[src/memtest_pkg.sv]
package memtest_pkg;

    //////////////////////////////////////////////////
    // Board and clock constants
    //////////////////////////////////////////////////

    localparam int btn_count             = 7;         // Board buttons
    localparam int debounce_bits_default = 16;        // Hold-off counter width
    localparam int unsigned clk_gui_hz   = 50000000;  // Nominal GUI clock, Hz

    localparam int phase_bits    = 7;   // Phase counter, wraps mod 128
    localparam int btn_dn_index  = 5;   // Phase-down button
    localparam int btn_up_index  = 6;   // Phase-up button

    localparam int count_bits    = 32;  // Pass and fail counters from the tester
    localparam int secs_bits     = 16;  // Binary seconds
    localparam int prescale_bits = 32;  // Enough for 60 s at 50 MHz
    localparam int led_bits      = 8;

    //////////////////////////////////////////////////
    // Shared types
    //////////////////////////////////////////////////

    // Debounced button word, bit i is button i
    typedef logic [btn_count-1:0] btn_word_t;

    // Dynamic phase shift control toward the SDRAM clock PLL
    typedef struct packed {
        logic step;  // Level, each rising edge is one phase step
        logic dir;   // 1 steps up, 0 steps down
    } phase_ctrl_t;

    // BCD digits, index 0 is the ones digit
    typedef logic [2:0][3:0] bcd3_t;  // Phase 000..127
    typedef logic [3:0][3:0] bcd4_t;  // Minutes 0000..9999

    // Everything the display needs in one word
    typedef struct packed {
        logic [count_bits-1:0] pass_count;
        logic [count_bits-1:0] fail_count;
        bcd3_t                 phase_bcd;
        bcd4_t                 mins_bcd;
        logic [secs_bits-1:0]  secs;      // Binary, not BCD
    } status_t;

endpackage

[src/button_debounce.sv]
module button_debounce #(
    parameter int debounce_bits = memtest_pkg::debounce_bits_default
) (
    input  logic                              clk_gui,
    input  logic                              timer_reset,
    input  logic [memtest_pkg::btn_count-1:0] btn,
    output memtest_pkg::btn_word_t            btn_stable,
    output logic                              btn_new
);
    import memtest_pkg::*;

    //////////////////////////////////////////////////
    // Hold-off and sampling
    //////////////////////////////////////////////////

    logic [debounce_bits-1:0] holdoff_cnt;  // Counts up until top bit set
    btn_word_t                btn_prev;     // Previous sample
    logic                     sample_en;
    logic                     btn_changed;

    // Top bit set means hold-off over
    assign sample_en   = holdoff_cnt[debounce_bits-1];
    assign btn_changed = (btn_stable != btn_prev);

    always_ff @(posedge clk_gui) begin
        if (timer_reset) begin
            holdoff_cnt <= '0;
            btn_stable  <= '0;
            btn_prev    <= '0;
            btn_new     <= 1'b0;
        end else begin
            btn_new <= 1'b0;  // Pulse by default low
            if (sample_en) begin
                // Free running sampler while no change seen
                btn_stable <= btn;
                btn_prev   <= btn_stable;
                if (btn_changed) begin
                    holdoff_cnt <= '0;    // Restart hold-off
                    btn_new     <= 1'b1;  // One cycle, counter top bit drops next
                end
            end else begin
                // Sampler frozen, bounces ignored here
                holdoff_cnt <= holdoff_cnt + 1'b1;
            end
        end
    end

    //////////////////////////////////////////////////
    // Checks
    //////////////////////////////////////////////////

    // Hold-off restart must block a second pulse right behind the first
    a_btn_new_single : assert property (
        @(posedge clk_gui) disable iff (timer_reset)
        btn_new |=> !btn_new
    ) else $error("btn_new high on two consecutive cycles");

endmodule

[src/phase_stepper.sv]
module phase_stepper (
    input  logic                   clk_gui,
    input  logic                   timer_reset,
    input  memtest_pkg::btn_word_t btn_stable,
    input  logic                   btn_new,
    output memtest_pkg::phase_ctrl_t phase_ctrl,
    output memtest_pkg::bcd3_t     phase_bcd
);
    import memtest_pkg::*;

    // Shift and add three, phase_bits of binary into three BCD digits
    function automatic bcd3_t bin_to_bcd3(input logic [phase_bits-1:0] bin);
        logic [phase_bits+$bits(bcd3_t)-1:0] sh;  // BCD digits above binary
        sh = '0;
        sh[phase_bits-1:0] = bin;
        for (int i = 0; i < phase_bits; i++) begin
            for (int d = 0; d < 3; d++) begin
                if (sh[phase_bits+4*d +: 4] > 4'd4) begin
                    sh[phase_bits+4*d +: 4] = sh[phase_bits+4*d +: 4] + 4'd3;
                end
            end
            sh = sh << 1;
        end
        return sh[phase_bits +: $bits(bcd3_t)];
    endfunction

    //////////////////////////////////////////////////
    // PLL step and direction
    //////////////////////////////////////////////////

    logic phase_btn;  // Either phase button down
    logic step_d;     // Step delayed for edge detect
    logic step_rise;

    logic [phase_bits-1:0] phase_cnt;

    assign phase_btn = btn_stable[btn_dn_index] | btn_stable[btn_up_index];
    assign step_rise = phase_ctrl.step & ~step_d;

    always_ff @(posedge clk_gui) begin
        if (timer_reset) begin
            phase_ctrl <= '0;
        end else if (btn_new) begin
            phase_ctrl.step <= phase_btn;  // Held press keeps step high
            if (phase_btn) begin
                phase_ctrl.dir <= btn_stable[btn_up_index];  // Up wins if both
            end
            // Release leaves dir alone
        end
    end

    //////////////////////////////////////////////////
    // Phase tracking for the display
    //////////////////////////////////////////////////

    always_ff @(posedge clk_gui) begin
        if (timer_reset) begin
            step_d    <= 1'b0;
            phase_cnt <= '0;
            phase_bcd <= '0;
        end else begin
            step_d <= phase_ctrl.step;
            if (step_rise) begin
                // One PLL step per press, wraps both ways
                if (phase_ctrl.dir) begin
                    phase_cnt <= phase_cnt + 1'b1;
                end else begin
                    phase_cnt <= phase_cnt - 1'b1;
                end
            end
            phase_bcd <= bin_to_bcd3(phase_cnt);  // One cycle behind counter
        end
    end

    // Conversion output must stay decimal for the display
    a_phase_bcd_digits : assert property (
        @(posedge clk_gui) disable iff (timer_reset)
        (phase_bcd[0] <= 4'd9) && (phase_bcd[1] <= 4'd9) && (phase_bcd[2] <= 4'd1)
    ) else $error("phase_bcd digit out of range %h", phase_bcd);

endmodule

[src/elapsed_timer.sv]
module elapsed_timer #(
    parameter int unsigned ticks_per_sec = memtest_pkg::clk_gui_hz
) (
    input  logic                              clk_gui,
    input  logic                              timer_reset,
    output memtest_pkg::bcd4_t                mins_bcd,
    output logic [memtest_pkg::secs_bits-1:0] secs
);
    import memtest_pkg::*;

    // BCD increment, ripple carry from ones digit, 9999 rolls to 0000
    function automatic bcd4_t bcd4_inc(input bcd4_t val);
        bcd4_t res;
        logic  carry;
        res   = val;
        carry = 1'b1;
        for (int d = 0; d < 4; d++) begin
            if (carry) begin
                if (res[d] == 4'd9) begin
                    res[d] = 4'd0;  // Carry on to next digit
                end else begin
                    res[d] = res[d] + 4'd1;
                    carry  = 1'b0;
                end
            end
        end
        return res;
    endfunction

    logic [prescale_bits-1:0] sec_presc;  // Ticks within current second
    logic [prescale_bits-1:0] min_presc;  // Ticks within current minute

    //////////////////////////////////////////////////
    // Seconds, binary
    //////////////////////////////////////////////////

    always_ff @(posedge clk_gui) begin
        if (timer_reset) begin
            sec_presc <= '0;
            secs      <= '0;
        end else if (sec_presc == prescale_bits'(ticks_per_sec - 1)) begin
            sec_presc <= '0;
            secs      <= secs + 1'b1;  // Wraps after 65535 s
        end else begin
            sec_presc <= sec_presc + 1'b1;
        end
    end

    //////////////////////////////////////////////////
    // Minutes, BCD
    //////////////////////////////////////////////////

    // Own prescaler so minutes stay exact after secs wraps
    always_ff @(posedge clk_gui) begin
        if (timer_reset) begin
            min_presc <= '0;
            mins_bcd  <= '0;
        end else if (min_presc == prescale_bits'(ticks_per_sec * 60 - 1)) begin
            min_presc <= '0;
            mins_bcd  <= bcd4_inc(mins_bcd);
        end else begin
            min_presc <= min_presc + 1'b1;
        end
    end

    // Every digit decimal across all carries
    a_mins_bcd_digits : assert property (
        @(posedge clk_gui) disable iff (timer_reset)
        (mins_bcd[0] <= 4'd9) && (mins_bcd[1] <= 4'd9) &&
        (mins_bcd[2] <= 4'd9) && (mins_bcd[3] <= 4'd9)
    ) else $error("mins_bcd digit out of range %h", mins_bcd);

endmodule

[src/memtest_gui_top.sv]
module memtest_gui_top #(
    parameter int          debounce_bits = memtest_pkg::debounce_bits_default,
    parameter int unsigned ticks_per_sec = memtest_pkg::clk_gui_hz
) (
    input  logic                               clk_gui,
    input  logic                               timer_reset,
    input  logic [memtest_pkg::btn_count-1:0]  btn,         // Raw board buttons
    input  logic [memtest_pkg::count_bits-1:0] pass_count,
    input  logic [memtest_pkg::count_bits-1:0] fail_count,
    output memtest_pkg::phase_ctrl_t           phase_ctrl,  // To SDRAM clock PLL
    output memtest_pkg::status_t               status,      // To display
    output logic [memtest_pkg::led_bits-1:0]   led
);
    import memtest_pkg::*;

    btn_word_t             btn_stable;
    logic                  btn_new;
    bcd3_t                 phase_bcd;
    bcd4_t                 mins_bcd;
    logic [secs_bits-1:0]  secs;

    //////////////////////////////////////////////////
    // Blocks
    //////////////////////////////////////////////////

    button_debounce #(
        .debounce_bits (debounce_bits)
    ) u_button_debounce (
        .clk_gui     (clk_gui),
        .timer_reset (timer_reset),
        .btn         (btn),
        .btn_stable  (btn_stable),
        .btn_new     (btn_new)
    );

    phase_stepper u_phase_stepper (
        .clk_gui     (clk_gui),
        .timer_reset (timer_reset),
        .btn_stable  (btn_stable),
        .btn_new     (btn_new),
        .phase_ctrl  (phase_ctrl),
        .phase_bcd   (phase_bcd)
    );

    elapsed_timer #(
        .ticks_per_sec (ticks_per_sec)
    ) u_elapsed_timer (
        .clk_gui     (clk_gui),
        .timer_reset (timer_reset),
        .mins_bcd    (mins_bcd),
        .secs        (secs)
    );

    // Display bundle
    assign status = '{pass_count: pass_count, fail_count: fail_count,
                      phase_bcd: phase_bcd, mins_bcd: mins_bcd, secs: secs};

    assign led = fail_count[led_bits-1:0];  // Low fail bits, most telling

endmodule

[config.mk]
export PLATFORM = sky130hd
export DESIGN_NAME = memtest_gui_top
export DESIGN_NICKNAME = d
export VERILOG_FILES = /design/src/memtest_pkg.sv /design/src/button_debounce.sv /design/src/phase_stepper.sv /design/src/elapsed_timer.sv /design/src/memtest_gui_top.sv
export SDC_FILE = /design/constraint.sdc
export NUM_CORES = 1
export LEC_CHECK = 0
export CAP_MARGIN = 10
export CELL_PAD_IN_SITES_DETAIL_PLACEMENT = 1
export CELL_PAD_IN_SITES_GLOBAL_PLACEMENT = 1
export CORE_MARGIN = 2
export CORE_UTILIZATION = 38
export DETAILED_ROUTE_END_ITERATION = 6
export DONT_BUFFER_PORTS = 1
export PLACE_DENSITY = 0.74
export SYNTH_ARGS = -nofsm -noshare
export SYNTH_HDL_FRONTEND = slang
export SYNTH_SLANG_ARGS = --single-unit
[constraint.sdc]
create_clock -name clk_gui -period 5.71 [get_ports clk_gui]
set_input_delay 1.142 -clock clk_gui [delete_from_list [all_inputs] [get_ports clk_gui]]
set_output_delay 1.142 -clock clk_gui [all_outputs]
set_load 0.05 [all_outputs]
Word-level counts from Yosys, hierarchy flattened
Cells that the tools add are included.
Word-level totals
  input bits: 73
  bits in registers: 149
  logic and storage cells: 129
  output and inout bits: 118
Cells by class
  multiplexer cells: 49
  $lt $le $gt $ge: 16
  add/sub/neg operators: 26
  eq/ne operators: 8
  reductions and logical operators: 7
  bitwise logic cells: 4
Operator list (count)
  $mux W4: 25
  $add A32 B1 Y32 const B: 2
  $gt A4 B3 Y1 const B: 15
  $add A4 B2 Y4 const B: 10
  $add A16 B1 Y16 const B: 2
  $eq A32 B26 Y1 const B: 1
  $eq A32 B32 Y1 const B: 1
  $mux W16: 2
  $mux W3: 9
  $add A4 B1 Y4 const B: 4
  $eq A4 B4 Y1 const B: 4
  $add A3 B2 Y3 const B: 5
  $mux W1: 12
  $reduce_and A2 Y1: 4
  $add A7 B1 Y7 const B: 1
  $mux W7: 1
  $ne A7 B7 Y1: 1
  $sub A7 B1 Y7 const B: 1
  $reduce_or A2 Y1: 3
  $add A1 B2 Y3 const B: 1
  $gt A1 B3 Y1 const B: 1
  $ne A2 B2 Y1 const B: 1
  $not A1 Y1: 2
  $and A1 B1 Y1: 1
  $or A1 B1 Y1: 1

Longest topological paths before layout
  depth after elaboration: 17
  mapped depth: 16
  gate-level depth less buffers: 15

Modules after synthesis
A second synthesis with hierarchy kept.
Unflattened totals
  cells, all modules: 938
  area total of the unflattened synthesis: 8018.9 um^2
By module, submodules not included
  elapsed_timer: times used 1, area each 4578.1 um^2, cells each 532, sequential area each 1921.8 um^2
  button_debounce: times used 1, area each 1467.7 um^2, cells each 162, sequential area each 620.6 um^2
  phase_stepper: times used 1, area each 1432.6 um^2, cells each 172, sequential area each 380.4 um^2
  memtest_gui_top: times used 1, area each 540.5 um^2, cells each 72, sequential area each 0.0 um^2

Least setup slack after synthesis
No wires, ideal clock.
  path kind: flip-flop to flip-flop
  from: reg u_phase_stepper.phase_cnt[4]
  to: reg u_phase_stepper.phase_bcd[6] in the netlist's numbering
  data required time: 5.587 ns
  cell stages (with the launch flop): 16
  slack: 2.707 ns
  data arrival time: 2.880 ns
  clock period less this slack: 3.003 ns
  buffers on the path: 1
  cells stage by stage: dfxtp_1 -> inv_1 -> ha_1 -> inv_1 -> ha_1 -> or2_2 -> a31oi_1 -> or4_4 -> buf_6 -> o211ai_4 -> xnor2_2 -> nand2_1 -> ha_1 -> nand2_1 -> mux2i_1 -> mux2_1
Between the ends
  longest elaborated chain between the ends: 11
  elaborated cells on any way between the ends: 23
RTL lines
  start: declaration: line phase_stepper.sv:35  | logic [phase_bits-1:0] phase_cnt;
  start signal: assignment: line phase_stepper.sv:66  | phase_cnt <= phase_cnt + 1'b1;
  start signal: assignment: line phase_stepper.sv:68  | phase_cnt <= phase_cnt - 1'b1;
  $add A4 B2 Y4 / $gt A4 B3 Y1 (equally long branches): line phase_stepper.sv:19, phase_stepper.sv:18
  $mux W4 *: line phase_stepper.sv:18  | if (sh[phase_bits+4*d +: 4] > 4'd4) begin
  $mux W4 *: line phase_stepper.sv:57  | if (timer_reset) begin
  $add A4 B2 Y4 / $gt A4 B3 Y1 (equally long branches): line phase_stepper.sv:19, phase_stepper.sv:18
  $mux W4: line phase_stepper.sv:18
  $mux W4: line phase_stepper.sv:57
  $add A4 B2 Y4 / $gt A4 B3 Y1 (equally long branches): line phase_stepper.sv:19, phase_stepper.sv:18
  $mux W4: line phase_stepper.sv:18
  $mux W4: line phase_stepper.sv:57
  $add A4 B2 Y4 / $gt A4 B3 Y1 (equally long branches): line phase_stepper.sv:19, phase_stepper.sv:18
  $mux W4 *: line phase_stepper.sv:18
  end signal: assignment: line phase_stepper.sv:71  | phase_bcd <= bin_to_bcd3(phase_cnt);
  end: declaration: line phase_stepper.sv:7  | output memtest_pkg::bcd3_t phase_bcd
Every way passes the cells marked *; elsewhere a longest branch is shown, timed or not. The select of a mux whose other input is x is not followed.
A chain may end at the register's enable or synchronous reset.

Worst setup path in the final report
Same ends and word-level chain as after synthesis.

==> flow_summary.yaml <==
clock_network:
  hold_buffers: 0
  clk-insertion-delay-late_ns: 0.43
  cts_buffer_depth: 2
  cts_buffers: 17
  numClockSinks: 146
  path_clk_slew_ns: 0.06
  cts_tree: "yes"
  htree_levels: 4
  cts-resized-gates: 0
  post_cts_buffers: 0
  clockRootBuffer: "clkbuf_16"
floorplanning:
  die_w_um: 146.2
  dieArea_mm2: 0.02138
  start_util: 0.3835
  ios: 191
  die_y_um: 146.2
  rows: 52
  core_area_mm2: 0.02004
sta:
  skew_ns: 0.01169
  period_needed_ns: 3.414
  max_freq_ghz: 0.2929
  rsz0062_at_grt: "no"
  finalCritPeriodShare: 0.5979
  fin_hold_ws_ns: 0.4463
  slew_violations: 0
  hold_viol: 0
  worst_slew_pin_slew_ns: 0.7517
  tns_ns: 0
  relSlewSlack: 0.4982
  setup_viol_count_final: 0
outcome:
  status: "finished clean"
yosys:
  synth.area.top_cells: "dfxtp_1 (38%), buf_4 (7.3%), nor2_1 (6.1%)"
  syn_inst: 915
  ys_seq_area_frac: 0.3803
  ys_ff_latch: 146
  synth_edf_count: 0
  syn-cell-area_mm2: 0.007685
  synth_most_common_cell: "dfxtp_1"
  synth_cell_types: 70
  syn-mean-instance-area_um2: 8.399
  yosys-top-cells-count: "dfxtp_1 (146), nor2_1 (125), buf_4 (75)"
  synth-async-reset-ratio: 0
  synthFlopType: "dfxtp_1"
  yosysWarnings: 0
  synth_top_area_frac: 0.3803
  yosys.area.top_type: "dfxtp_1"
cells_and_area:
  nets: 916
  antennaDiodeCount: 0
  drive_gt1_frac: 0.06802
  areaGrowthSynthToFinish_pct: 3.419
grt:
  grt_pass1_wl_mm: 27.64
  grt_pass1_vias: 5853
  overflow: 0
  antenna_found_initial: 0
  grt_max_degree: 90
  track_usage: 0.1531
pwr:
  irDropWorstVdd_uv: 171.9
  leakagePower_nw: 2.768
  power-per-cell-area_mw_per_mm2: 281.1
drt:
  ant_nets: 0
  wire_per_inst_um: 14.38
  drc: 0
  vias: 5852
  drt-total-wl_mm: 15.93
  drt_iter0_drc: 206
  vias_per_cell: 5.282
  drtPass1Iterations: 4
worst_setup_path:
  worstPathRequired_ns: 6.02
  crit_arrival_ns: 3.73
  crit_type: "reg2reg"
  crit_path_end_kind: "flip-flop"
  start_kind: "flip-flop"
  path_max_fanout: 13
place:
  place.gp.congestion: 0.7787
  portBuffers: 0
  dp_hpwl_mm: 10.71
job:
  drv_cap: 0
hold_path:
  hold_class: "reg2reg"
-- cell usage in the layout, fill, tap and decap left out, types with 5 or more instances in the layout --
cell / instances
dfxtp_1: 146
nor2b_1: 13
o21ai_0: 34
or2_2: 5
and3_1: 28
nand2_1: 57
clkbuf_16: 17
nor4_1: 9
xnor2_1: 37
nand4_1: 31
a31oi_1: 8
and2_1: 5
a21oi_1: 43
nor2_1: 125
a211oi_1: 7
nand3_1: 44
ha_1: 16
inv_1: 22
mux2i_1: 20
inv_6: 5
xor2_1: 45
nand2b_1: 6
and4_1: 8
nor3_1: 11
or3_1: 26
-- metrics by stage --
stage               instances  power (mW)  setup slack [ns]  utilization  area [um^2]
finish                   1108       2.234             2.296       0.3966         7948
global route             1108       2.312             1.982       0.3966         7948
CTS                      1108       2.264             2.288       0.3966         7948
detailed placement       1077       1.079             2.312       0.3660         7335
global placement         1077       1.078             2.450       0.3660         7335
floorplan                 917       1.219             2.707            -         7692
-- cell families after synthesis --
kind of cell	count (synthesis)	share of synthesized area
flops	146	0.3803
buf+inv	135	0.1042
fa+ha+maj	17	0.02866
compound gates	119	0.09655
mux	24	0.03240
other cells	1	0.0004880
simple gates	389	0.2597
xor+xnor	84	0.09769
-- cell type report --
class | instances | area [um^2]
Fill cell | 2418 | 12090
Multi-Input combinational cell | 636 | 3969
Sequential cell | 146 | 2923
Clock buffer | 18 | 439.2
Tap cell | 270 | 337.8
Clock inverter | 13 | 173.9
Inverter | 22 | 82.58
Timing Repair Buffer | 3 | 22.52
-- report_power, final --
part           internal [mW]  leakage, nW  total [mW]  switching (mW)
combinational        0.00756         1.29      0.0258          0.0182
clock                  0.708        0.302        1.18           0.471
sequential              1.02         1.18        1.03         0.00568
-- per-layer routing --
layer / track usage / part of all wire / up-vias
met1: 0.1871 / 0.48 / 2855
met5: 0 / 0 / -
met2: 0.2597 / 0.48 / 59
met4: 0.05728 / 0.020 / 0
met3: 0.04000 / 0.029 / 34
li1: - / - / 2904
-- state kept, by name, indices dropped and copies added (netlist names) --
| name | cells |
|---|---|
| u_elapsed_timer.min_presc | 32 |
| u_elapsed_timer.sec_presc | 32 |
| u_button_debounce.holdoff_cnt | 16 |
| u_elapsed_timer.mins_bcd | 16 |
| u_elapsed_timer.secs | 16 |
| u_phase_stepper.phase_bcd | 9 |
| u_button_debounce.btn_prev | 7 |
| u_button_debounce.btn_stable | 7 |
| u_phase_stepper.phase_cnt | 7 |
| u_phase_stepper.phase_ctrl | 2 |
| u_button_debounce.btn_new | 1 |
| u_phase_stepper.step_d | 1 |
-- path summary, 6_finish.rpt --
check,from,endpoint,slack [ns],cells after the start
max,u_phase_stepper.phase_cnt[4],u_phase_stepper.phase_bcd[6],2.30,14
min,u_elapsed_timer.sec_presc[0],u_elapsed_timer.sec_presc[0],0.45,1
min reg2reg,u_elapsed_timer.sec_presc[0],u_elapsed_timer.sec_presc[0],0.45,1
max reg2reg,u_phase_stepper.phase_cnt[4],u_phase_stepper.phase_bcd[6],2.30,14
-- worst max-delay path: stages, from the launching register on --
cell,delay [ns]
dfxtp_1,0.46
inv_1,0.12
ha_1,0.25
inv_1,0.09
ha_1,0.21
xor2_2,0.29
a31oi_1,0.17
o21ai_2,0.49
o211ai_4,0.15
xnor2_2,0.20
nand2_1,0.10
ha_1,0.21
nand2_1,0.06
mux2i_1,0.16
mux2_1,0.35
(Power assumes the default switching activity.)
